$ cat src/hw/reflex_pkg.sv
package reflex_pkg;

    ////////////////////
    // widths
    ////////////////////

    // one data, gain, current or count word
    localparam int WORD_W = 32;
    // one host wire
    localparam int HALF_W = 16;
    // trigger strobe vector
    localparam int TRIG_W = 16;
    // full multiplier product before truncation
    localparam int PROD_W = 2 * WORD_W;

    typedef logic [WORD_W-1:0] word_t;
    typedef logic [HALF_W-1:0] half_word_t;
    typedef logic [TRIG_W-1:0] trig_t;

    ////////////////////
    // trigger indices
    ////////////////////

    // neuron tick half-count
    localparam int TRIG_HALF_CNT    = 0;
    localparam int TRIG_GAIN_CN_MN  = 3;
    localparam int TRIG_GAIN_SN_MN  = 6;
    // cortical drive into cn2
    localparam int TRIG_DRIVE_CN2   = 8;
    localparam int TRIG_GAIN_CN2_MN = 9;
    // cortical drive into cn
    localparam int TRIG_DRIVE_CN    = 11;
    localparam int TRIG_GAIN_SN_CN  = 12;

    ////////////////////
    // reset defaults
    ////////////////////

    // tick period is half-count plus one cycles
    localparam word_t DEF_HALF_CNT = 32'd9;
    // unity gain
    localparam word_t DEF_GAIN     = 32'd1;
    // no cortical drive
    localparam word_t DEF_DRIVE    = 32'd0;

    // neuron ticks per spike counting window
    localparam int WINDOW_TICKS = 4;

endpackage

$ cat src/hw/neuron_tick_gen.sv
module neuron_tick_gen (
    input  logic              ep50trig,
    input  logic              reset_sim,
    input  reflex_pkg::word_t i_half_cnt,
    output logic              o_tick
);

    import reflex_pkg::*;

    // free-running cycle count within one neuron period
    word_t cycle_cnt;

    ////////////////////
    // tick decode
    ////////////////////

    // high once the count reaches the half-count
    // live compare lets a new half-count act in the current period
    // a half-count below the count fires on the next cycle
    assign o_tick = (cycle_cnt >= i_half_cnt);

    ////////////////////
    // cycle counter
    ////////////////////

    always_ff @(posedge ep50trig or posedge reset_sim)
    begin
        if (reset_sim)
        begin
            cycle_cnt <= '0;
        end
        else if (o_tick)
        begin
            // period wraps after the tick cycle
            cycle_cnt <= '0;
        end
        else
        begin
            cycle_cnt <= cycle_cnt + 32'd1;
        end
    end

endmodule

$ cat config.mk
export PLATFORM = sky130hd
export DESIGN_NAME = neuron_tick_gen
export DESIGN_NICKNAME = d
export VERILOG_FILES = /design/src/hw/reflex_pkg.sv /design/src/hw/neuron_tick_gen.sv
export SDC_FILE = /design/constraint.sdc
export NUM_CORES = 1
export LEC_CHECK = 0
export BUFFER_PORTS_ARGS = -buffer_cell sky130_fd_sc_hd__buf_2
export CORE_MARGIN = 2
export CORE_UTILIZATION = 55
export CTS_BUF_LIST = sky130_fd_sc_hd__clkbuf_4 sky130_fd_sc_hd__clkbuf_8
export CTS_CLUSTER_DIAMETER = 150
export DETAILED_ROUTE_END_ITERATION = 8
export PLACE_DENSITY_LB_ADDON = 0.15
export SETUP_SLACK_MARGIN = 0.2
export SYNTH_ARGS = -nofsm -noshare
export SYNTH_HDL_FRONTEND = slang
export SYNTH_SLANG_ARGS = --single-unit
export TNS_END_PERCENT = 100
$ cat constraint.sdc
create_clock -name ep50trig -period 5.31 [get_ports ep50trig]
set_input_delay 0.2655 -clock ep50trig [delete_from_list [all_inputs] [get_ports ep50trig]]
set_output_delay 0.2655 -clock ep50trig [all_outputs]
set_load 0.005 [all_outputs]
# After elaboration in Yosys (flattened, before gate mapping)
# Cells that the tools add are included.
[classes] addsub=1 order_cmp=1 mux=1
[op_table] cell="adder 32 x 1 -> 32 bit (second input constant)" count=1
[op_table] cell="greater-or-equal comparator 32 bit" count=1
[op_table] cell="two-way mux 32 bit" count=1
[word_totals] reg_bits=32 input_bits=34 out_inout_bits=1 word_cells=4

# Logic depth before layout (Yosys ltp)
[logic_depth] word_depth=2 ltp_mapped=8 mapped_depth_nobuf=7

# Worst setup path before layout
# OpenSTA, ideal clock, no wires.
[synth_timing] kind="register to output" startpoint="register cycle_cnt[14]" endpoint="output o_tick" arrival_ns=1.982 required_ns=5.044 path_slack_ns=3.063 stages_incl_launch_ff=7 n_path_buf=0 path_cell_list="dfrtp_1 ha_1 and4_1 o211ai_1 or4_1 a31oi_4 or2_2"
[synth_between] elab_chain_cells=1
[synth_rtl] element="start: declaration" line_no="neuron_tick_gen.sv:11" source="word_t cycle_cnt;"
[synth_rtl] element="start signal: assignment" line_no="neuron_tick_gen.sv:39" source="cycle_cnt <= cycle_cnt + 32'd1;"
[synth_rtl] element="greater-or-equal comparator 32 bit" line_no="neuron_tick_gen.sv:20" source="assign o_tick = (cycle_cnt >= i_half_cnt);"
[synth_rtl] element="end: declaration" line_no="neuron_tick_gen.sv:5" source="output logic o_tick"
# Every way passes these cells.

# Worst setup path in the final report
# Ends and elaborated chain as after synthesis.

==> run_results.csv <==
group,metric,value,unit
status,outcome,"complete, no violations",
sta,finalSetupViolations,0,
logic_synthesis,synth_fp_nets,345,
sta,finalHoldViolCount,0,
worst_setup_path,critPathLaunchType,"flip-flop",
clocking,cts_sinks,32,
placement,hpwl,3.38,mm
sta,layout_min_cycle_time,3.30,ns
clocking,insertion_delay,0.29,ns
pwr,power,803,uW
sta,rsz0062_at_grt,"false",
clocking,numCtsBuffers,5,
routing,first_iter_violations,121,
layout,area_growth,11.7,%
worst_setup_path,worst-setup-path-type,"reg -> out",
logic_synthesis,synth_top_family_by_area,"simple AND/OR/NAND/NOR gates",
clocking,clockRootBuffer,"clkbuf_8",
logic_synthesis,netlist_area,2420,um2
floorplanning,die_width,70.4,um
clocking,cts_tree,"done",
grt,antenna_found_initial,0,
grt,use_met2,0.336,
logic_synthesis,synth_xor_area_frac,0.108,
worst_hold_path,holdCritPathClass,"in -> async",
logic_synthesis,synth.ff_latch_count,32,
logic_synthesis,synth.mux.area_fraction,0,
layout,max_flop_register,"cycle_cnt",
layout,final_common_cell,"inv_1",
sta,tightest_slew,0.899,ns
pwr,irDropWorstVdd,0.000175,V
grt,grt_pass1_wl,8.39,mm
worst_setup_path,crit_path_end_kind,"primary output",
sta,timing.hold.ws,0.0474,ns
pwr,p_per_area,297,nW/um2
floorplanning,die_area,4950,um2
sta,clock.fmax,303,MHz
layout,fin_cells,363,
floorplanning,design.core.area,4290,um2
routing,wire_per_inst,12.9,um
grt,grt.met1_usage,0.283,
layout,diodes,0,
routing,vias_per_cell,5.48,
clocking,cts_hold_buf,0,
layout,largest_register_ffs,32,
clocking,cts_setup_buffers,0,
clocking,htree_levels,2,
sta,period_share,0.622,
routing,drt_wl_total,4.67,mm
grt,grt_util_met3,0.0505,
grt,grt_remaining_overflow,0,
grt,grt_max_degree,34,
sta,relSlewSlack,0.401,
clocking,clock_path_buffers,2,
sta,fin_skew,0.00362,ns
layout,drive_above_1_share,0.148,
placement,portBuffers,34,
run,maxCapViolCount,0,
logic_synthesis,synth_cells,278,
sta,fin_setup_tns,0,ns
pwr,leakagePower,1.34,nW
logic_synthesis,seq_area_frac_synth,0.330,
worst_setup_path,critical_path_required,5.04,ns
worst_setup_path,cp_max_fo,33,
layout,nNetsFinal,378,
layout,fin_util,0.631,
logic_synthesis,synth_compound_area_frac,0.0697,
floorplanning,initial_core_util,0.564,
placement,dp_cells,356,
routing,drtPass1Iterations,4,
placement,gp_congestion,0.898,
grt,grt_pass1_vias,1923,
sta,report.final.slew_viol_count,0,
grt,grt_usage,0.212,
logic_synthesis,avgSynthCellArea,8.72,um2
grt,top_usage_layer,"met2",
logic_synthesis,synth_fa_ha_area_frac,0.170,
clocking,postCtsResizedCells,0,
logic_synthesis,ys_types,34,
logic_synthesis,yosys.area_share.simple,0.235,
layout,reg_top3,"cycle_cnt: 32 flops",
routing,ant_nets,0,
worst_setup_path,crit_arrival,3.04,ns
routing,route.detailed.drc,0,
routing,vias,1989,
floorplanning,fp-row-count,24,
floorplanning,fp.dieH,70.4,um
clocking,clk_pin_slew,0.06,ns
logic_synthesis,yosys_warnings,0,
layout,final_cell_mix,"inv_1 (39), nor3_1 (35), buf_2 (34)",
floorplanning,num_io_pins,35,
[cell usage after synthesis]
master	instances	area, um2
or4_1	1	7.51
ha_1	33	413
clkbuf_1	5	18.8
nand3_1	10	50.1
nor3_2	1	10.0
nor4_1	9	56.3
a21oi_1	12	60.1
nand3b_1	1	7.51
xnor2_1	23	201
a211oi_1	1	7.51
inv_1	39	146
nor2_1	10	37.5
nand2_1	20	75.1
nand4b_1	1	8.76
nand2b_1	2	12.5
nand4_1	5	31.3
o21ai_0	5	25.0
a221oi_1	1	8.76
o21a_1	1	7.51
a21o_1	2	15.0
a2111oi_0	1	8.76
or2_2	1	6.26
and2_1	1	6.26
a31oi_4	1	21.3
buf_2	2	10.0
and3_1	3	18.8
nor3b_1	1	7.51
xor2_1	7	61.3
buf_6	3	33.8
o211ai_1	2	15.0
and4_1	6	52.6
nor3_1	35	175
or3_1	1	6.26
dfrtp_1	32	801
[path summary, 6_finish.rpt]
| kind | from | endpoint | slack [ns] | cells after the start |
|---|---|---|---|---|
| hold reg to reg | cycle_cnt[0] | cycle_cnt[0] | 0.50 | 1 |
| setup / recovery | cycle_cnt[14] | o_tick | 2.01 | 7 |
| hold / removal | reset_sim | cycle_cnt[10] | 0.05 | 3 |
| min in group ep50trig | cycle_cnt[0] | cycle_cnt[0] | 0.50 | 1 |
| setup reg to reg | cycle_cnt[14] | cycle_cnt[13] | 2.55 | 6 |
| max in group asynchronous | reset_sim | cycle_cnt[3] | 4.97 | 3 |
[logic make-up (layout without fill, tap and decap cells)]
kind of cell / Yosys count / in the layout
xor gates and xnor gates: 30 / 30
and+or+nand+nor: 108 / 108
DFF: 32 / 32
buffers and inverters: 49 / 82
adders and majority gates: 33 / 33
AOI/OAI and AO/OA: 26 / 26
[where the power goes]
part / leakage, nW / total (mW) / internal [mW] / switching [mW]
clock network: 0.0503 / 0.207 / 0.115 / 0.0913
registers: 0.431 / 0.361 / 0.296 / 0.0645
logic: 0.863 / 0.236 / 0.115 / 0.121
total: 1.34 / 0.803 / 0.527 / 0.277
[critical path, stage by stage, from the launching register on]
cell and delay (ns):
dfrtp_1 0.45, ha_1 0.32, and4_1 0.24, o211ai_1 0.09, or4_1 0.55, a31oi_4 0.76
or2_2 0.23, buf_2 0.10
[area by class of cell]
cell class,count,area [um2]
clock buffers,7,96.3
multi-input cells,197,1410
well taps,52,65.1
fillers,407,1590
flip-flops and latches,32,801
repair buffers,36,185
inverters,39,146
[stage by stage]
step | cell area, um2 | worst slack (ns)
3_5_place_dp | 2610 | 2.31
4_1_cts | 2710 | 1.98
3_3_place_gp | 2610 | 2.34
5_1_grt | 2710 | 1.83
2_1_floorplan | 2420 | 3.06
6_report | 2710 | 2.01
[per-layer routing]
metal  wire, um  share of wire
met5          0              0
met4         80          0.017
met3        203          0.043
met2       2160           0.46
met1       2230           0.48
No activity file was read; power rests on OpenSTA's default activity.
