$ cat src/hw/reflex_pkg.sv
package reflex_pkg;

    ////////////////////
    // widths
    ////////////////////

    // one data, gain, current or count word
    localparam int WORD_W = 32;
    // one host wire
    localparam int HALF_W = 16;
    // trigger strobe vector
    localparam int TRIG_W = 16;
    // full multiplier product before truncation
    localparam int PROD_W = 2 * WORD_W;

    typedef logic [WORD_W-1:0] word_t;
    typedef logic [HALF_W-1:0] half_word_t;
    typedef logic [TRIG_W-1:0] trig_t;

    ////////////////////
    // trigger indices
    ////////////////////

    // neuron tick half-count
    localparam int TRIG_HALF_CNT    = 0;
    localparam int TRIG_GAIN_CN_MN  = 3;
    localparam int TRIG_GAIN_SN_MN  = 6;
    // cortical drive into cn2
    localparam int TRIG_DRIVE_CN2   = 8;
    localparam int TRIG_GAIN_CN2_MN = 9;
    // cortical drive into cn
    localparam int TRIG_DRIVE_CN    = 11;
    localparam int TRIG_GAIN_SN_CN  = 12;

    ////////////////////
    // reset defaults
    ////////////////////

    // tick period is half-count plus one cycles
    localparam word_t DEF_HALF_CNT = 32'd9;
    // unity gain
    localparam word_t DEF_GAIN     = 32'd1;
    // no cortical drive
    localparam word_t DEF_DRIVE    = 32'd0;

    // neuron ticks per spike counting window
    localparam int WINDOW_TICKS = 4;

endpackage

$ cat src/hw/spike_window_counter.sv
module spike_window_counter (
    input  logic              ep50trig,
    input  logic              reset_sim,
    input  logic              i_tick,
    input  logic              i_spike,
    output reflex_pkg::word_t o_count
);

    import reflex_pkg::*;

    // spikes seen so far in this window
    word_t spike_cnt;
    // ticks seen so far in this window
    word_t tick_cnt;
    // last tick of the window
    logic  window_end;

    // spike pulse widened to a word for the adder
    word_t spike_inc;

    assign spike_inc  = {{(WORD_W-1){1'b0}}, i_spike};
    assign window_end = i_tick && (tick_cnt == word_t'(WINDOW_TICKS - 1));

    ////////////////////
    // window counters
    ////////////////////

    always_ff @(posedge ep50trig or posedge reset_sim)
    begin
        if (reset_sim)
        begin
            spike_cnt <= '0;
            tick_cnt  <= '0;
            o_count   <= '0;
        end
        else if (window_end)
        begin
            // publish with a spike in the boundary cycle counted too
            o_count   <= spike_cnt + spike_inc;
            spike_cnt <= '0;
            tick_cnt  <= '0;
        end
        else
        begin
            spike_cnt <= spike_cnt + spike_inc;
            if (i_tick)
            begin
                tick_cnt <= tick_cnt + 32'd1;
            end
        end
    end

endmodule

$ cat config.mk
export PLATFORM = sky130hd
export DESIGN_NAME = spike_window_counter
export DESIGN_NICKNAME = d
export VERILOG_FILES = /design/src/hw/reflex_pkg.sv /design/src/hw/spike_window_counter.sv
export SDC_FILE = /design/constraint.sdc
export NUM_CORES = 1
export LEC_CHECK = 0
export BUFFER_PORTS_ARGS = -buffer_cell sky130_fd_sc_hd__buf_2
export CAP_MARGIN = 25
export CORE_ASPECT_RATIO = 0.9
export CORE_MARGIN = 2
export CORE_UTILIZATION = 55
export DETAILED_ROUTE_END_ITERATION = 8
export PLACE_DENSITY = 0.82
export SKIP_CTS_REPAIR_TIMING = 1
export SYNTH_ARGS = -nofsm -noshare
export SYNTH_HDL_FRONTEND = slang
export SYNTH_SLANG_ARGS = --single-unit
$ cat constraint.sdc
create_clock -name ep50trig -period 3.7 [get_ports ep50trig]
set_input_delay 0.555 -clock ep50trig [delete_from_list [all_inputs] [get_ports ep50trig]]
set_output_delay 0.555 -clock ep50trig [all_outputs]
set_load 0.01 [all_outputs]
After elaboration in Yosys (flattened, before gate mapping)
Index checks and enable logic that the tools add are counted.
{"block": "classes", "n_eq_ne": 1, "addsub": 2, "n_reduce_logical": 2, "n_mux": 3}
{"op": "32-bit 2-to-1 mux", "n": 3}
{"op": "32-bit by 1-bit adder with 32-bit output", "n": 1}
{"op": "32-bit by 1-bit adder with 32-bit output (second input constant)", "n": 1}
{"op": "32-bit by 2-bit == test with 1-bit output (second input constant)", "n": 1}
{"op": "2-bit nonzero test", "n": 1}
{"op": "1-bit logical AND", "n": 1}
{"block": "totals", "inputBits": 4, "wordCells": 11, "regBits": 96, "output_inout_bits": 32}

Longest topological paths before layout
Gate-level depths: netlist (run 1).
{"block": "logic_depth", "depth_word": 3, "ltp_mapped": 8, "ltp_nobuf": 6}

Least setup slack after synthesis (run 1)
OpenSTA, ideal clock, no wires.
{"block": "synth_timing", "path_kind": "input -> register", "from": "in i_spike", "to": "reg o_count[22]", "required_time_ns": 3.618, "slack_ns": 1.218, "path_stages": 6, "t_arrival_ns": 2.400, "cell_sequence": "ha_1 ha_1 nand4_1 or4_4 or4_1 a31oi_1"}
{"block": "synth_between", "elab_chain_len": 1}
{"element": "start: declaration", "line": "spike_window_counter.sv:5", "text": "input logic i_spike,"}
{"element": "32-bit by 1-bit adder with 32-bit output", "line": "spike_window_counter.sv:39", "text": "o_count <= spike_cnt + spike_inc;"}
{"element": "end signal: assignment", "line": "spike_window_counter.sv:39"}
{"element": "end: declaration", "line": "spike_window_counter.sv:6", "text": "output reflex_pkg::word_t o_count"}
No other way between the ends.
A chain may end at the register's enable or synchronous reset.

Final worst setup path (run 1)
{"block": "layout_timing", "from": "reg spike_cnt[0]", "to": "reg spike_cnt[22]"}
{"block": "layout_between", "elab_chain_len": 2}
{"element": "start: declaration", "line": "spike_window_counter.sv:12", "text": "word_t spike_cnt;"}
{"element": "start signal: assignment", "line": "spike_window_counter.sv:45", "text": "spike_cnt <= spike_cnt + spike_inc;"}
{"element": "32-bit by 1-bit adder with 32-bit output", "line": "spike_window_counter.sv:45"}
{"element": "32-bit 2-to-1 mux", "line": "spike_window_counter.sv:36", "text": "else if (window_end)"}
No other way between the ends.

==> results of run 1 <==
[synth_stat cells (all sizes together)]
| cell type | instances | area, µm² |
|---|---|---|
| xor2 | 14 | 122.6 |
| a31o | 2 | 17.52 |
| nor2 | 11 | 41.29 |
| nand4b | 3 | 26.28 |
| o22ai | 1 | 6.260 |
| mux2 | 12 | 135.1 |
| or2 | 4 | 25.02 |
| nor3 | 3 | 15.01 |
| buf | 8 | 37.54 |
| inv | 8 | 30.03 |
| nand3b | 1 | 7.510 |
| nor4bb | 1 | 10.01 |
| a31oi | 17 | 106.4 |
| or3 | 6 | 37.54 |
| nand4 | 30 | 202.7 |
| and2 | 6 | 37.54 |
| xnor2 | 29 | 254.0 |
| ha | 4 | 50.05 |
| or4 | 13 | 105.1 |
| a21oi | 43 | 215.2 |
| and4 | 8 | 70.07 |
| nor2b | 11 | 68.82 |
| o31ai | 12 | 90.09 |
| dfrtp | 96 | 2402 |
| and3 | 8 | 50.05 |
| o21ai | 3 | 15.01 |
| nand3 | 18 | 102.6 |
| nand2 | 21 | 81.33 |
| clkbuf | 12 | 45.04 |
| nor4 | 18 | 118.9 |
[registers in the layout, summed over array words and instances (netlist names)]
register and count:
o_count 32, tick_cnt 32, spike_cnt 32
[worst paths after layout]
| kind | cells after the start | to | slack (ns) | from |
|---|---|---|---|---|
| max in group asynchronous | 3 | spike_cnt[20] | 2.55 | reset_sim |
| min in group ep50trig | 1 | tick_cnt[31] | 0.47 | tick_cnt[31] |
| hold / removal | 2 | tick_cnt[21] | 0.29 | reset_sim |
| setup / recovery | 6 | spike_cnt[22] | 1.12 | spike_cnt[0] |
| hold reg to reg | 1 | tick_cnt[31] | 0.47 | tick_cnt[31] |
| setup reg to reg | 6 | spike_cnt[22] | 1.12 | spike_cnt[0] |
[metal layers]
layer	wire, µm	vias to the layer above	GRT usage [%]
li1	-	1658	-
met1	4446	1726	32.18
met2	4328	77	33.78
met3	354	13	5.521
met4	121	0	7.306
met5	0	-	0
[where the power goes]
group	switching [mW]	internal, mW
clock network	0.366	0.347
registers	0.171	1.25
logic	0.393	0.293
[kinds of logic (layout without fill, tap and decap cells)]
kind of cell | count (synthesis) | after routing
flops | 96 | 96
simple gates | 162 | 162
xor+xnor | 43 | 43
mux | 12 | 12
fa+ha+maj | 4 | 4
compound gates | 78 | 78
buf+inv | 28 | 67
[final cells by class]
cell class	count	area share (%)
Sequential cell	96	47.89
Multi-Input combinational cell	299	40.13
Timing Repair Buffer	44	4.789
Clock buffer	11	3.018
Tap cell	99	2.469
Clock inverter	4	1.073
Inverter	8	0.6236
[critical path, stage by stage (launching register included)]
cell and delay (ns):
sky130_fd_sc_hd__dfrtp_1 0.39, sky130_fd_sc_hd__ha_1 0.21, sky130_fd_sc_hd__ha_1 0.24, sky130_fd_sc_hd__nand4_1 0.29
sky130_fd_sc_hd__or4_4 0.65, sky130_fd_sc_hd__or4_1 0.54, sky130_fd_sc_hd__a21oi_1 0.18
[metrics by stage]
step                      setup slack (ns)  hold slack (ns)
after CTS                            1.152           0.3163
after global routing                0.9161           0.3542
after detailed placement            0.8917           0.4608
after global placement              0.9808           0.4588
after floorplan                     0.6396           0.4429
final                                1.117           0.2898
==> insert_results.sql, run 1 <==
INSERT INTO impl_metrics (metric_group, metric, value, unit) VALUES
('route', 'drtIter0Drc', '208', ''),
('cells_and_area', 'layout_common_cells', '96 x sky130_fd_sc_hd__dfrtp_1, 43 x sky130_fd_sc_hd__a21oi_1, 35 x sky130_fd_sc_hd__buf_2, 29 x sky130_fd_sc_hd__xnor2_1, 29 x sky130_fd_sc_hd__nand4_1', ''),
('route', 'route.detailed.vias_per_inst', '6.193', ''),
('route', 'antenna_violating_nets_post_route', '0', ''),
('global_route', 'grt_max_degree', '45', ''),
('global_route', 'global_route_wire_length_before_repair', '16080', 'µm'),
('placement', 'routability_cong', '0.8447', ''),
('synth', 'yosys.cell_types.count', '38', ''),
('pwr', 'cellPowerDensity', '562.9', 'mW/mm²'),
('synth', 'synthesis.area_per_instance', '10.70', 'µm²'),
('timing', 'setup_total_negative_slack', '0', 'ns'),
('placement', 'dpl-instance-area', '0.004806', 'mm²'),
('floorplan', 'die-area', '0.008973', 'mm²'),
('pwr', 'reported_leakage_power', '2.215', 'nW'),
('timing', 'fin_crit_sh', '69.82', '%'),
('global_route', 'antenna_found_initial', '0', ''),
('clock_tree', 'clock-sinks', '96', ''),
('synth', 'synthesis.area', '0.004527', 'mm²'),
('route', 'detailroute.via_count', '3474', ''),
('run_status', 'result_of_the_run', 'finished clean', ''),
('synth', 'synth_xor_area_share', '8.320', '%'),
('cells_and_area', 'postLayoutCoreUtil', '62.47', '%'),
('synth', 'yosys.area_share.adder', '1.106', '%'),
('cells_and_area', 'post_route_cells_drive_above_1_share', '15.58', '%'),
('floorplan', 'initial_utilization', '56.38', '%'),
('timing', 'finalHoldViolations', '0', ''),
('synth', 'yosysWarningCount', '0', ''),
('cells_and_area', 'multi_input_area', '0.002013', 'mm²'),
('clock_tree', 'count_of_h_tree_levels_built_during_cts', '3', ''),
('critical_path', 'worst-endpoint-required', '4.00', 'ns'),
('synth', 'complex_gate_fraction_of_the_synthesized_area', '9.950', '%'),
('timing', 'setup_repair_after_global_routing_missed_its_margin', 'no', ''),
('clock_tree', 'worstSkewPairLatency', '0.38', 'ns'),
('floorplan', 'dieWidth', '99.63', 'µm'),
('cells_and_area', 'nNetsFinal', '466', ''),
('synth', 'seq_area_frac_synth', '53.07', '%'),
('clock_tree', 'numCtsBuffers', '9', ''),
('clock_tree', 'clock_tree_from_tritoncts', 'built', ''),
('floorplan', 'placement_rows', '31', ''),
('min_path', 'holdCritPathClass', 'in -> async', ''),
('global_route', 'globalRoute.totalOverflow', '0', ''),
('critical_path', 'crit_fanout', '6', ''),
('synth', 'post_synth_mux_area_share', '2.985', '%'),
('cells_and_area', 'antenna_cells_inserted', '0', ''),
('cells_and_area', 'synthToLayoutAreaGrowth', '10.81', '%'),
('pwr', 'worst_ir_drop_vdd', '0.4102', 'mV'),
('floorplan', 'core_area', '0.008029', 'mm²'),
('critical_path', 'kind_of_end_point_of_the_critical_path', 'register', ''),
('critical_path', 'critical_path.startpoint_type', 'register', ''),
('timing', 'timing.fmax', '387.1', 'MHz'),
('synth', 'largest_family_of_logic_cells_by_synthesized_area', 'simple AND/OR/NAND/NOR gates', ''),
('global_route', 'grt_pass1_vias', '3344', ''),
('placement', 'portBuffers', '35', ''),
('route', 'firstDrtPassIters', '4', ''),
('route', 'totalWireLength', '9251', 'µm'),
('cells_and_area', 'layoutNonFillerInstCount', '561', ''),
('route', 'post-route-drc-count', '0', ''),
('synth', 'synthesis.instances', '423', ''),
('synth', 'number_of_flip_flops_and_latches_in_the_synthesized_netlist', '96', ''),
('synth', 'yosys.area_share.simple', '22.08', '%'),
('timing', 'worst_pin_slew', '0.8487', 'ns'),
('placement', 'hpwl', '6633', 'µm'),
('cells_and_area', 'final_common_cell', 'sky130_fd_sc_hd__dfrtp_1', ''),
('cells_and_area', 'layout.area.seq', '0.002402', 'mm²'),
('critical_path', 'setup.worst_path.class', 'reg -> reg', ''),
('floorplan', 'die-height', '90.07', 'µm'),
('clock_tree', 'clock_path_buffers', '2', ''),
('synth', 'synthesized_netlist_net_count', '431', ''),
('route', 'detail_route.wl_per_cell', '16.49', 'µm'),
('floorplan', 'io_count', '36', ''),
('cells_and_area', 'final.fill_count', '632', '');
Note: power is estimated with default switching activity, not from simulation.
==> run 2, diff against run 1 <==
==> constraint.sdc (replaced) <==
create_clock -name ep50trig -period 2.5 [get_ports ep50trig]
set_input_delay 0.375 -clock ep50trig [delete_from_list [all_inputs] [get_ports ep50trig]]
set_output_delay 0.375 -clock ep50trig [all_outputs]
set_load 0.01 [all_outputs]
==> run 2 against run 1 <==
Effect of this change: sequential cell count stayed put; critical path depth stayed put; global-route usage is 1.1 points higher; first-iteration DRC count is 37% higher; fmax is 13% higher; clock skew is 0.0013 ns lower; sequential power is 48% higher; critical endpoint is now o_count[22]; largest power group unchanged; highest routed layer unchanged.
==> insert_results.sql, run 2 (synthesis gave the netlist of run 1 again) <==
INSERT INTO impl_metrics (metric_group, metric, value, unit) VALUES
('clock_tree', 'clock-sinks', '96', ''),
('global_route', 'grt_max_degree', '63', ''),
('cells_and_area', 'antenna_cells_inserted', '0', ''),
('global_route', 'antenna_found_initial', '0', ''),
('clock_tree', 'clock_tree_from_tritoncts', 'built', ''),
('pwr', 'combPwrFrac', '25.4', '%'),
('pwr', 'seq_power_share', '51.4', '%'),
('pwr', 'p_sw', '1.386', 'mW'),
('floorplan', 'die-area', '0.008973', 'mm²'),
('timing', 'final.min_clock_period', '2.288', 'ns'),
('timing', 'worst_clock_skew', '0.009985', 'ns'),
('critical_path', 'arrival', '2.59', 'ns'),
('placement', 'hpwl', '6804', 'µm'),
('timing', 'timing.fmax', '437.0', 'MHz'),
('clock_tree', 'numCtsBuffers', '9', ''),
('route', 'totalWireLength', '9603', 'µm'),
('cells_and_area', 'final_common_cell', 'sky130_fd_sc_hd__dfrtp_1', ''),
('run', 'cap_violations', '0', ''),
('placement', 'portBuffers', '35', ''),
('run_status', 'result_of_the_run', 'finished clean', ''),
('pwr', 'power.switching_fraction', '33.77', '%'),
('route', 'post-route-drc-count', '0', ''),
('clock_tree', 'clockRootBuffer', 'sky130_fd_sc_hd__clkbuf_8', ''),
('floorplan', 'dieWidth', '99.63', 'µm'),
('timing', 'setup_repair_after_global_routing_missed_its_margin', 'no', ''),
('critical_path', 'setup.worst_path.class', 'reg -> reg', ''),
('placement', 'routability_cong', '0.9556', ''),
('critical_path', 'crit_fanout', '5', ''),
('route', 'antenna_violating_nets_post_route', '0', ''),
('pwr', 'worst_ir_drop_vdd', '0.5046', 'mV'),
('floorplan', 'initial_utilization', '56.38', '%'),
('timing', 'finalSetupViolCount', '0', ''),
('min_path', 'holdCritPathClass', 'in -> async', ''),
('pwr', 'internal_power', '2.719', 'mW'),
('clock_tree', 'clock_path_buffers', '2', ''),
('pwr', 'cellPowerDensity', '810.6', 'mW/mm²'),
('cells_and_area', 'reg_top3', 'o_count: 32 flops, spike_cnt: 32 flops, tick_cnt: 32 flops', ''),
('timing', 'timing_max_transition_violations_final', '0', ''),
('floorplan', 'placement_rows', '31', ''),
('clock_tree', 'count_of_h_tree_levels_built_during_cts', '3', ''),
('global_route', 'grt_pass1_vias', '3528', ''),
('cells_and_area', 'nNetsFinal', '473', ''),
('cells_and_area', 'layout_common_cells', '96 x sky130_fd_sc_hd__dfrtp_1, 43 x sky130_fd_sc_hd__a21oi_1, 35 x sky130_fd_sc_hd__buf_2, 29 x sky130_fd_sc_hd__xnor2_1, 29 x sky130_fd_sc_hd__nand4_1', ''),
('cells_and_area', 'final.fill_count', '641', ''),
('critical_path', 'critical_path.startpoint_type', 'register', ''),
('timing', 'worst_pin_slew', '0.7580', 'ns'),
('route', 'detailroute.via_count', '3586', ''),
('floorplan', 'core_area', '0.008029', 'mm²'),
('pwr', 'share_clk_of_total_power', '23.3', '%'),
('global_route', 'gr-usage-all-layers', '23.58', '%'),
('route', 'detail_route.wl_per_cell', '16.88', 'µm'),
('clock_tree', 'worst_setup_hold_path_clk_slew', '0.09', 'ns'),
('cells_and_area', 'synthToLayoutAreaGrowth', '11.89', '%'),
('critical_path', 'kind_of_end_point_of_the_critical_path', 'register', ''),
('route', 'drtIter0Drc', '284', ''),
('route', 'firstDrtPassIters', '5', ''),
('global_route', 'globalRoute.totalOverflow', '0', ''),
('cells_and_area', 'postLayoutCoreUtil', '63.08', '%'),
('route', 'route.detailed.vias_per_inst', '6.302', ''),
('timing', 'worst_hold_slack', '0.1219', 'ns'),
('timing', 'fin_crit_sh', '91.54', '%'),
('floorplan', 'io_count', '36', ''),
('timing', 'setup_total_negative_slack', '0', 'ns'),
('timing', 'finalHoldViolations', '0', ''),
('critical_path', 'worst-endpoint-required', '2.81', 'ns'),
('clock_tree', 'worstSkewPairLatency', '0.37', 'ns'),
('timing', 'slew_headroom', '49.46', '%'),
('global_route', 'global_route_wire_length_before_repair', '17060', 'µm'),
('pwr', 'reported_leakage_power', '2.243', 'nW'),
('cells_and_area', 'post_route_cells_drive_above_1_share', '16.81', '%'),
('floorplan', 'die-height', '90.07', 'µm');
==> run 2: worst paths after layout <==
path	cells after the start	endpoint	start	slack, ns
setup reg to reg	6	o_count[22]	spike_cnt[0]	0.21
min in group ep50trig	2	tick_cnt[1]	i_tick	0.30
hold reg to reg	1	o_count[7]	o_count[7]	0.49
setup / recovery	6	o_count[22]	spike_cnt[0]	0.21
max in group asynchronous	3	spike_cnt[18]	reset_sim	1.75
hold / removal	3	spike_cnt[6]	reset_sim	0.12
==> run 2: area by class of cell <==
cell class,instances,area [µm²],area share (%)
timing repair buffer,51,307.8,6.077
clock inverter,4,28.78,0.5682
multi-input combinational,299,2013,39.75
inverter,8,33.78,0.6670
sequential,96,2402,47.43
clock buffer,12,155.1,3.063
tap,99,123.9,2.446
==> run 2: worst max-delay path, stage by stage (launching register included) <==
cell and delay (ns):
sky130_fd_sc_hd__dfrtp_1 0.36, sky130_fd_sc_hd__ha_1 0.20, sky130_fd_sc_hd__ha_1 0.18, sky130_fd_sc_hd__nand4_1 0.16, sky130_fd_sc_hd__or4_4 0.61, sky130_fd_sc_hd__or4_1 0.54, sky130_fd_sc_hd__a31oi_1 0.17
==> run 2: power groups by stage <==
stage / clock network, mW / registers (mW) / logic, mW
after floorplan: 0 / 2.18 / 0.584
after global placement: 0 / 2.12 / 1.02
after detailed placement: 0 / 2.13 / 1.05
after CTS: 0.974 / 2.11 / 1.05
after global routing: 1.03 / 2.16 / 1.17
final: 0.955 / 2.11 / 1.04
==> run 2: per-layer routing <==
layer	share of wire (%)	wire length [µm]	GRT usage (%)
met1	47	4535	33.87
met2	45	4366	34.97
met3	5.4	516	6.065
met4	1.9	185	8.219
met5	0	0	0
==> run 2: stage by stage <==
| stage | total power, mW | cell area, µm² | setup WS (ns) | cells |
|---|---|---|---|---|
| final | 4.106 | 5065 | 0.2116 | 569 |
| after global routing | 4.363 | 5065 | 0.07554 | 569 |
| after CTS | 4.132 | 5065 | 0.2198 | 569 |
| after detailed placement | 3.180 | 4881 | 0.1069 | 553 |
| after global placement | 3.133 | 4881 | 0.1465 | 553 |
| after floorplan | 2.761 | 4531 | 0.1985 | 423 |
