## src/hw/reflex_pkg.sv

```systemverilog
package reflex_pkg;

    ////////////////////
    // widths
    ////////////////////

    // one data, gain, current or count word
    localparam int WORD_W = 32;
    // one host wire
    localparam int HALF_W = 16;
    // trigger strobe vector
    localparam int TRIG_W = 16;
    // full multiplier product before truncation
    localparam int PROD_W = 2 * WORD_W;

    typedef logic [WORD_W-1:0] word_t;
    typedef logic [HALF_W-1:0] half_word_t;
    typedef logic [TRIG_W-1:0] trig_t;

    ////////////////////
    // trigger indices
    ////////////////////

    // neuron tick half-count
    localparam int TRIG_HALF_CNT    = 0;
    localparam int TRIG_GAIN_CN_MN  = 3;
    localparam int TRIG_GAIN_SN_MN  = 6;
    // cortical drive into cn2
    localparam int TRIG_DRIVE_CN2   = 8;
    localparam int TRIG_GAIN_CN2_MN = 9;
    // cortical drive into cn
    localparam int TRIG_DRIVE_CN    = 11;
    localparam int TRIG_GAIN_SN_CN  = 12;

    ////////////////////
    // reset defaults
    ////////////////////

    // tick period is half-count plus one cycles
    localparam word_t DEF_HALF_CNT = 32'd9;
    // unity gain
    localparam word_t DEF_GAIN     = 32'd1;
    // no cortical drive
    localparam word_t DEF_DRIVE    = 32'd0;

    // neuron ticks per spike counting window
    localparam int WINDOW_TICKS = 4;

endpackage

```

## src/hw/param_bank.sv

```systemverilog
module param_bank (
    input  logic                   ep50trig,
    input  logic                   reset_sim,
    input  reflex_pkg::trig_t      i_trig,
    input  reflex_pkg::half_word_t i_wire_lo,
    input  reflex_pkg::half_word_t i_wire_hi,
    output reflex_pkg::word_t      o_half_cnt,
    output reflex_pkg::word_t      o_gain_sn_mn,
    output reflex_pkg::word_t      o_gain_sn_cn,
    output reflex_pkg::word_t      o_gain_cn_mn,
    output reflex_pkg::word_t      o_gain_cn2_mn,
    output reflex_pkg::word_t      o_drive_cn,
    output reflex_pkg::word_t      o_drive_cn2
);

    import reflex_pkg::*;

    // load word with the upper half from the high wire
    word_t load_word;

    assign load_word = {i_wire_hi, i_wire_lo};

    ////////////////////
    // tick rate
    ////////////////////

    // half-count of the neuron tick divider
    always_ff @(posedge ep50trig or posedge reset_sim)
    begin
        if (reset_sim)
        begin
            o_half_cnt <= DEF_HALF_CNT;
        end
        else if (i_trig[TRIG_HALF_CNT])
        begin
            o_half_cnt <= load_word;
        end
    end

    ////////////////////
    // synapse gains
    ////////////////////

    // each gain has its own strobe bit
    // several bits in one cycle load several gains from the same word
    always_ff @(posedge ep50trig or posedge reset_sim)
    begin
        if (reset_sim)
        begin
            o_gain_sn_mn  <= DEF_GAIN;
            o_gain_sn_cn  <= DEF_GAIN;
            o_gain_cn_mn  <= DEF_GAIN;
            o_gain_cn2_mn <= DEF_GAIN;
        end
        else
        begin
            // spinal path
            if (i_trig[TRIG_GAIN_SN_MN])
            begin
                o_gain_sn_mn <= load_word;
            end
            // sensory into both cortical pools
            if (i_trig[TRIG_GAIN_SN_CN])
            begin
                o_gain_sn_cn <= load_word;
            end
            // transcortical paths into mn
            if (i_trig[TRIG_GAIN_CN_MN])
            begin
                o_gain_cn_mn <= load_word;
            end
            if (i_trig[TRIG_GAIN_CN2_MN])
            begin
                o_gain_cn2_mn <= load_word;
            end
        end
    end

    ////////////////////
    // cortical drives
    ////////////////////

    // direct voluntary command added to the cn and cn2 currents
    always_ff @(posedge ep50trig or posedge reset_sim)
    begin
        if (reset_sim)
        begin
            o_drive_cn  <= DEF_DRIVE;
            o_drive_cn2 <= DEF_DRIVE;
        end
        else
        begin
            if (i_trig[TRIG_DRIVE_CN])
            begin
                o_drive_cn <= load_word;
            end
            if (i_trig[TRIG_DRIVE_CN2])
            begin
                o_drive_cn2 <= load_word;
            end
        end
    end

endmodule

```

## config.mk

```make
export PLATFORM = sky130hd
export DESIGN_NAME = param_bank
export DESIGN_NICKNAME = d
export VERILOG_FILES = /design/src/hw/reflex_pkg.sv /design/src/hw/param_bank.sv
export SDC_FILE = /design/constraint.sdc
export NUM_CORES = 1
export LEC_CHECK = 0
export BUFFER_PORTS_ARGS = -buffer_cell sky130_fd_sc_hd__buf_4
export CAP_MARGIN = 25
export CORE_ASPECT_RATIO = 0.9
export CORE_MARGIN = 2
export CORE_UTILIZATION = 40
export DETAILED_ROUTE_END_ITERATION = 7
export PLACE_DENSITY = 0.65
export SETUP_SLACK_MARGIN = 0.4
export SLEW_MARGIN = 20
export SYNTH_ARGS = -nofsm -noshare
export SYNTH_HDL_FRONTEND = slang
export SYNTH_SLANG_ARGS = --single-unit
```

## constraint.sdc

```tcl
create_clock -name ep50trig -period 21.2 [get_ports ep50trig]
set_clock_uncertainty 0.1 [all_clocks]
set_input_delay 4.24 -clock ep50trig [delete_from_list [all_inputs] [get_ports ep50trig]]
set_output_delay 4.24 -clock ep50trig [all_outputs]
set_load 0.01 [all_outputs]
```

# After elaboration in Yosys (flattened, before gate mapping)
# Index checks and enable logic that the tools add are counted.
dict set report word_totals {
  output_inout_bits 224
  elab_cells 7
  reg_bits 224
}

# Depth between registers and ports, before layout
# Gate-level depths: netlist (run 1).
dict set report logic_depth {
  depth_word 0
  mapped_depth 3
  depth_no_buf 1
}

# Least setup slack after synthesis (run 1)
# Ideal clock, no wire load.
dict set report synth_timing {
  kind {input to register}
  start {input port i_trig[8]}
  end {register o_drive_cn2[10]}
  arrival_time_ns 4.795
  n_path_buf 2
  slack_ns 16.180
  cell_stages 3
  cell_sequence {buf_6 > buf_6 > mux2_2}
}
# item line
set synth_rtl {}
lappend synth_rtl {{start: declaration} param_bank.sv:4} ;# input reflex_pkg::trig_t i_trig,
lappend synth_rtl {{end signal: assignment} param_bank.sv:99} ;# o_drive_cn2 <= load_word;
lappend synth_rtl {{end: declaration} param_bank.sv:13} ;# output reflex_pkg::word_t o_drive_cn2
# No word-level cell between the ends.

# Final worst setup path (run 1)
dict set report layout_timing {
  start {register o_gain_sn_cn[0]}
  end {output port o_gain_sn_cn[0]}
}
# item line
set layout_rtl {}
lappend layout_rtl {{start: declaration} param_bank.sv:9} ;# output reflex_pkg::word_t o_gain_sn_cn,
lappend layout_rtl {{start signal: assignment} param_bank.sv:65} ;# o_gain_sn_cn <= load_word;
# No word-level cell between the ends.

==> reports/results.txt, run 1 <==
Status - finished, final reports clean
Synth warn - 0
DR iter-0 viols - 177
Die ar. - 22600 um^2
Root buffer cell - clkbuf_16
Final Hold Fails - 0
Post_cts resized - 0
Worst-Skew Late Latency - 0.50 ns
Crit-path max FO - 2
Synth Net Count - 527
Pins over their slew limit - 0
Post-synth cell types - 6
Worst Setup Start Kind - flop
R2r endpoint - o_gain_cn2_mn[2]$_DFFE_PP0P_
Fill cell count - 1722
ANT cells - 0
Critical path class - reg -> out
Placed cell area - 10600 um^2
Synth Instances - 477
Slowest CP cell - dfstp_2
Crit path launch - o_gain_sn_cn[0]$_DFFE_PP1P_
Area growth syn-to-layout - 33.4%
Final wirelength - 21400 um
R2R cell count - 1
DP HPWL - 13800 um
Die height - 143 um
Clk sinks - 224
Max-cap violations - 0
Max stage delay on crit path - 0.54 ns
Total negative slack - 0 ns
Starting Density - 0.410
Leak - 0.00533 uW
Post-synthesis sequential area ratio - 0.655
Post-route DRC - 0
Crit path to - o_gain_sn_cn[0]
Total grt overflow - 0
Seq cells post-synth - 224
Reg2reg setup slack - 20.31 ns
Post-CTS Setup Inserts - 0
H-tree levels - 1
Initial antenna violation count - 0
Final Setup Violations - 0
TritonCTS Buffers - 24
First-pass GRT wire length - 32400 um
Crit path depth - 1
Via/cell ratio - 4.85
Slew @ Worst Pin - 0.761 ns
Relative slew slack - 0.493
Pre-Repair DR Iteration Count - 4
CTS tree - yes
Worst path bufs/invs - 1
CP endpoint kind - primary output
Critical path required time - 16.86 ns
Pin count of the biggest net entering global routing - 142
Max Fclk - 182 MHz
Worst hold margin - 0.407 ns
Design area - 11400 um^2
CP top delay family - flip-flops
Routed wire per std cell - 20.5 um
VDD IR max - 57.2 uV
I/O pins - 274
GPL Wtd Cong - 0.765
Minimum clock period after layout - 5.50 ns
Mapped Area - 8570 um^2
Cell total after placement - 1000
GRT Resource Usage Total - 0.187
Data arrival, critical path - 1.16 ns
RSZ-0062 raised after global routing - false
CP Cell Sequence - buf_4
Clk slew on worst S/H paths - 0.06 ns
Power per cell area - 95.4 nW/um^2
Layout cells sized above 1 - 0.709
Avg Inst Size Synth - 18.0 um^2
Rows - 50
Routed Antenna Nets - 0
Vias in the first global route - 5423
CTS Buffer Depth - 3
Vias post-DR - 5073
CORE AREA - 20900 um^2
Min-delay worst type - reg -> reg
Final period utilization - 0.259
Non-Filler Instances - 1045
Number of port buffers - 264
Die Wd - 158 um
Leading cell type in the layout, fill and taps excluded - buf_4
Worst R2R Start - o_gain_cn2_mn[2]$_DFFE_PP0P_
Most frequent cells in the layout - buf_4 (264), dfrtp_1 (218), mux2_2 (193)
Layout Nets - 791
Hold Buf Count CTS - 0
-- sequential cells by signal, summed over array words and instances (netlist names) --
name           flops
o_gain_sn_mn      32
o_gain_cn2_mn     32
o_half_cnt        32
o_drive_cn        32
o_drive_cn2       32
o_gain_sn_cn      32
o_gain_cn_mn      32
-- cell usage after synthesis --
cell type / instances / area share
dfrtp_1: 218 / 0.64
mux2_2: 193 / 0.25
mux2_4: 31 / 0.054
buf_6: 28 / 0.037
dfstp_2: 6 / 0.018
inv_1: 1 / 0.00044
-- logic make-up after synthesis --
group	after synthesis	synth area share
buf+inv	29	0.0372
mux	224	0.308
flops	224	0.655
-- report_power, final --
group / internal (uW) / switching [uW]
Sequential: 472 / 24.7
Combinational: 98.1 / 80.3
Clock: 250 / 166
Total: 819 / 271
-- worst min-delay path by stage --
stage	slack, ns	from	depth (start not counted)	to
after floorplan	0.45	o_drive_cn2[10]$_DFFE_PP0P_	1	o_drive_cn2[10]$_DFFE_PP0P_
after global placement	0.39	o_gain_cn2_mn[12]$_DFFE_PP0P_	1	o_gain_cn2_mn[12]$_DFFE_PP0P_
after detailed placement	0.40	o_gain_cn2_mn[27]$_DFFE_PP0P_	1	o_gain_cn2_mn[27]$_DFFE_PP0P_
after CTS	0.41	o_gain_cn2_mn[27]$_DFFE_PP0P_	1	o_gain_cn2_mn[27]$_DFFE_PP0P_
after global routing	0.42	o_gain_sn_cn[29]$_DFFE_PP0P_	1	o_gain_sn_cn[29]$_DFFE_PP0P_
final	0.41	o_drive_cn[10]$_DFFE_PP0P_	1	o_drive_cn[10]$_DFFE_PP0P_
-- metal layers --
layer / wire, um / GRT usage
met5: 0 / 0
met1: 8940 / 0.242
met3: 1690 / 0.0580
met4: 661 / 0.0545
met2: 10100 / 0.303
-- final cells by class --
cell class	count	area, um^2	area share
tap	286	358	0.0313
timing repair buffer	266	2020	0.177
sequential	224	5610	0.491
clock buffer	31	678	0.0593
multi-input combinational	224	2640	0.231
clock inverter	13	115	0.0101
inverter	1	11.3	0.000985
-- stage by stage --
step	setup slack (ns)	util	total power (uW)
2_1_floorplan	10.74	-	586
3_3_place_gp	14.99	0.508	677
3_5_place_dp	14.87	0.508	684
4_1_cts	15.42	0.546	1100
5_1_grt	15.59	0.547	1140
6_report	15.70	0.547	1090
Note: power is estimated with default switching activity, not from simulation.
==> run 2, diff against run 1 <==
Settings changed: PLACE_DENSITY 0.65 to 0.68.
Clock period 21.2 ns to 4.8 ns, I/O delays scaled along.
==> run 2 against run 1 <==
Worst setup slack got worse by 13 ns; die area unchanged; utilization rose by 0.54 points; critical endpoint is now o_half_cnt[0]; hold slack improved by 0.00071 ns.
==> reports/results.txt, run 2 (synthesis gave the netlist of run 1 again) <==
Status - finished, final reports clean
VDD IR max - 240 uV
Post-route DRC - 0
Root buffer cell - clkbuf_16
Initial antenna violation count - 0
Number of port buffers - 264
CP top delay family - flip-flops
Vias post-DR - 5109
H-tree levels - 1
Worst Setup Start Kind - flop
Routed Antenna Nets - 0
CTS Buffer Depth - 3
Final wirelength - 21400 um
Clk sinks - 224
CORE AREA - 20900 um^2
Design area - 11500 um^2
Clk slew on worst S/H paths - 0.06 ns
Max-cap violations - 0
Critical path class - reg -> out
DR iter-0 viols - 174
Placed cell area - 10600 um^2
Slew @ Worst Pin - 0.686 ns
Leak - 0.00535 uW
Die Wd - 158 um
TritonCTS Buffers - 24
GR peak layer - met2
Met3 Use GR - 0.0564
Power Total - 5050 uW
Total grt overflow - 0
Slack of the critical path - 2.58 ns
CP endpoint kind - primary output
Total negative slack - 0 ns
Post-layout util - 0.553
Minimum clock period after layout - 2.22 ns
GRT Resource Usage Total - 0.186
Hold Buf Count CTS - 0
Pre-Repair DR Iteration Count - 4
Die ar. - 22600 um^2
Pins over their slew limit - 0
Area growth syn-to-layout - 34.7%
Max Fclk - 451 MHz
Relative slew slack - 0.543
Final Setup Violations - 0
GR met2 Demand/Resource - 0.307
Leading cell type in the layout, fill and taps excluded - buf_4
Via/cell ratio - 4.89
Most frequent cells in the layout - buf_4 (264), dfrtp_1 (218), mux2_2 (193)
GPL Wtd Cong - 0.756
Critical path required time - 3.74 ns
Min-delay worst type - reg -> reg
ANT cells - 0
Rows - 50
Layout Nets - 791
Final period utilization - 0.462
Power per cell area - 438 nW/um^2
Worst path bufs/invs - 1
Max stage delay on crit path - 0.53 ns
First-pass GRT wire length - 32300 um
Pre-CTS setup slack - 2.65 ns
Layout cells sized above 1 - 0.709
Data arrival, critical path - 1.16 ns
Pin count of the biggest net entering global routing - 127
Post_cts resized - 0
RSZ-0062 raised after global routing - false
CP Cell Sequence - buf_4
Post-CTS Setup Inserts - 0
I/O pins - 274
Starting Density - 0.410
Die height - 143 um
Vias in the first global route - 5561
Slowest CP cell - dfstp_2
Final Hold Fails - 0
Met1 Use GR - 0.238
CTS tree - yes
Worst-Skew Late Latency - 0.50 ns
DP HPWL - 13700 um
Crit-path max FO - 2
Routed wire per std cell - 20.4 um
## run 2: metal layers
metal / share of wire / vias to the layer above
li1: - / 2210
met1: 0.42 / 2658
met2: 0.48 / 202
met3: 0.081 / 39
met4: 0.027 / 0
met5: 0 / -
## run 2: area by class of cell
cell class | instances | area (um^2)
clock buffer | 32 | 692
clock inverter | 12 | 218
fill | 1708 | 9350
inverter | 1 | 7.51
multi-input combinational | 224 | 2640
sequential | 224 | 5610
tap | 286 | 358
timing repair buffer | 266 | 2020
## run 2: power by group
part / total, uW / internal (uW) / switching [uW]
logic: 789 / 433 / 356
registers: 2190 / 2080 / 107
clock network: 2070 / 1330 / 739
total: 5050 / 3850 / 1200
## run 2: metrics by stage
stage	std cells	hold WS, ns
3_3_place_gp	1001	0.391
4_1_cts	1045	0.411
5_1_grt	1045	0.420
3_5_place_dp	1001	0.394
6_report	1045	0.408
2_1_floorplan	477	0.451
## run 2: worst paths after layout
| kind | from | end | slack (ns) | cells past startpoint |
|---|---|---|---|---|
| worst max-delay path | o_half_cnt[0]$_DFFE_PP1P_ | o_half_cnt[0] | 2.58 | 1 |
| worst min-delay path | o_gain_sn_cn[22]$_DFFE_PP0P_ | o_gain_sn_cn[22]$_DFFE_PP0P_ | 0.41 | 1 |
| worst max register to register | o_gain_sn_mn[5]$_DFFE_PP0P_ | o_gain_sn_mn[5]$_DFFE_PP0P_ | 3.92 | 1 |
| worst min register to register | o_gain_sn_cn[22]$_DFFE_PP0P_ | o_gain_sn_cn[22]$_DFFE_PP0P_ | 0.41 | 1 |
| max in group asynchronous | reset_sim | o_drive_cn2[3]$_DFFE_PP0P_ | 3.46 | 3 |
| min in group asynchronous | reset_sim | o_gain_sn_cn[20]$_DFFE_PP0P_ | 0.55 | 3 |
==> run 3, diff against run 2 <==
Settings changed: PLACE_DENSITY 0.68 to 0.65.
Clock period 4.8 ns to 2.1 ns, I/O delays scaled along.
==> run 3 against run 2 <==
Combinational power rose by 130%; register-to-register slack got worse by 2.8 ns; non-clock buffer count rose by 10; largest cell class unchanged; highest routed layer unchanged; critical path type unchanged.
==> reports/results.txt, run 3 (synthesis gave the netlist of run 1 again) <==
Root buffer cell - clkbuf_16
Most frequent cells in the layout - buf_4 (263), dfrtp_1 (218), mux2_2 (193)
Cell total after placement - 1009
R2R cell count - 2
GRT Resource Usage Total - 0.189
ANT cells - 0
Crit-path max FO - 2
R2r endpoint - o_gain_cn2_mn[0]$_DFFE_PP1P_
Max Fclk - 596 MHz
Switching part of the total - 0.244
Multi-input gate area - 2640 um^2
Internal power - 8410 uW
Crit path launch - o_gain_cn2_mn[0]$_DFFE_PP1P_
Pre-Repair DR Iteration Count - 4
Vias post-DR - 5135
Vias in the first global route - 5573
TritonCTS Buffers - 24
Routed Antenna Nets - 0
Power per cell area - 960 nW/um^2
Status - finished, final reports clean
DR iter-0 viols - 188
Area growth syn-to-layout - 35.4%
CP top delay family - flip-flops
Non-Filler Instances - 1052
Gate power share - 0.165
VDD IR max - 563 uV
Max stage delay on crit path - 0.55 ns
CP endpoint kind - primary output
Critical path required time - 1.58 ns
H-tree levels - 1
Pre-CTS setup slack - 0.537 ns
Fill cell count - 1729
Pins over their slew limit - 0
Layout cells sized above 1 - 0.711
CP Cell Sequence - buf_6
Max-cap violations - 0
Layout Nets - 801
Final wirelength - 21400 um
Initial antenna violation count - 0
Min-delay worst type - in -> reg
Clk slew on worst S/H paths - 0.06 ns
Met3 Use GR - 0.0601
Routed wire per std cell - 20.4 um
GR met2 Demand/Resource - 0.318
Reg power frac - 0.450
Leading cell type in the layout, fill and taps excluded - buf_4
Slack of the critical path - 0.422 ns
GPL Wtd Cong - 0.718
Clk sinks - 224
Worst hold margin - 0.0918 ns
Pin count of the biggest net entering global routing - 74
Crit path to - o_gain_cn2_mn[0]
Final Setup Violations - 0
Met1 Use GR - 0.241
Die ar. - 22600 um^2
Minimum clock period after layout - 1.68 ns
Starting Density - 0.410
Rows - 50
P_sw - 2720 uW
RSZ-0062 raised after global routing - true
I/O pins - 274
Worst-Skew Late Latency - 0.50 ns
Worst Setup Start Kind - flop
Total grt overflow - 0
First-pass GRT wire length - 32900 um
Number of port buffers - 264
Crit path depth - 1
Post-route DRC - 0
GR peak layer - met2
Slowest CP cell - dfstp_2
Placed cell area - 10700 um^2
Worst R2R Start - o_gain_cn2_mn[0]$_DFFE_PP1P_
Clk pwr share - 0.385
Slew @ Worst Pin - 0.599 ns
Design area - 11600 um^2
Post-layout util - 0.555
Reg2reg setup slack - 1.16 ns
Final period utilization - 0.799
Critical path class - reg -> out
CORE AREA - 20900 um^2
CTS Buffer Depth - 3
Die Wd - 158 um
Worst path bufs/invs - 1
Die height - 143 um
FF/Latch Area - 5610 um^2
DP HPWL - 13900 um
Relative slew slack - 0.600
Final Hold Fails - 0
Leak - 0.00538 uW
CTS tree - yes
Via/cell ratio - 4.88
Data arrival, critical path - 1.16 ns
run 3: how the worst min path moves through the flow:
| stage | from | endpoint | slack, ns | cells after the start |
|---|---|---|---|---|
| floorplan | o_drive_cn2[10]$_DFFE_PP0P_ | o_drive_cn2[10]$_DFFE_PP0P_ | 0.45 | 1 |
| global placement | reset_sim | o_drive_cn[26]$_DFFE_PP0P_ | 0.34 | 2 |
| detailed placement | reset_sim | o_drive_cn[26]$_DFFE_PP0P_ | 0.34 | 2 |
| CTS | i_wire_hi[9] | o_drive_cn[25]$_DFFE_PP0P_ | 0.07 | 2 |
| global route | i_wire_lo[7] | o_gain_cn2_mn[7]$_DFFE_PP0P_ | 0.08 | 2 |
| finish | i_wire_hi[15] | o_gain_cn2_mn[31]$_DFFE_PP0P_ | 0.09 | 2 |
run 3: final cells by class:
cell class	count	share of cell area
Timing Repair Buffer	276	0.187
Inverter	1	0.000647
Tap cell	286	0.0308
Sequential cell	224	0.484
Multi-Input combinational cell	224	0.227
Clock buffer	30	0.0581
Clock inverter	11	0.0119
run 3: metal layers:
metal | routed length (um) | part of all wire
met1 | 8780 | 0.41
met3 | 1810 | 0.084
met2 | 10400 | 0.49
met4 | 386 | 0.018
met5 | 0 | 0
run 3: worst register-to-register path: stages (launching register included):
cell     delay (ns)
dfstp_2        0.38
buf_4          0.13
mux2_4         0.26
run 3: repair_timing:
action / 4_1_cts / 5_1_grt
setup endpoints to repair: 1 / 6
hold endpoints to repair: 8 / 0
setup buffers: 1 / 0
hold buffers: 1 / 0
gates resized for setup: 0 / 6
run 3: stage by stage:
| step | power [uW] | setup TNS, ns |
|---|---|---|
| floorplan | 5920 | -295.43 |
| global placement | 6870 | 0 |
| detailed placement | 6930 | 0 |
| CTS | 11300 | 0 |
| global route | 11600 | 0 |
| finish | 11100 | 0 |
run 3: power groups by stage:
| stage | clock network, uW | registers [uW] | logic [uW] |
|---|---|---|---|
| 2_1_floorplan | 0 | 5250 | 666 |
| 3_3_place_gp | 0 | 5060 | 1820 |
| 3_5_place_dp | 0 | 5080 | 1850 |
| 4_1_cts | 4390 | 5010 | 1860 |
| 5_1_grt | 4610 | 5070 | 1960 |
| 6_report | 4290 | 5010 | 1840 |
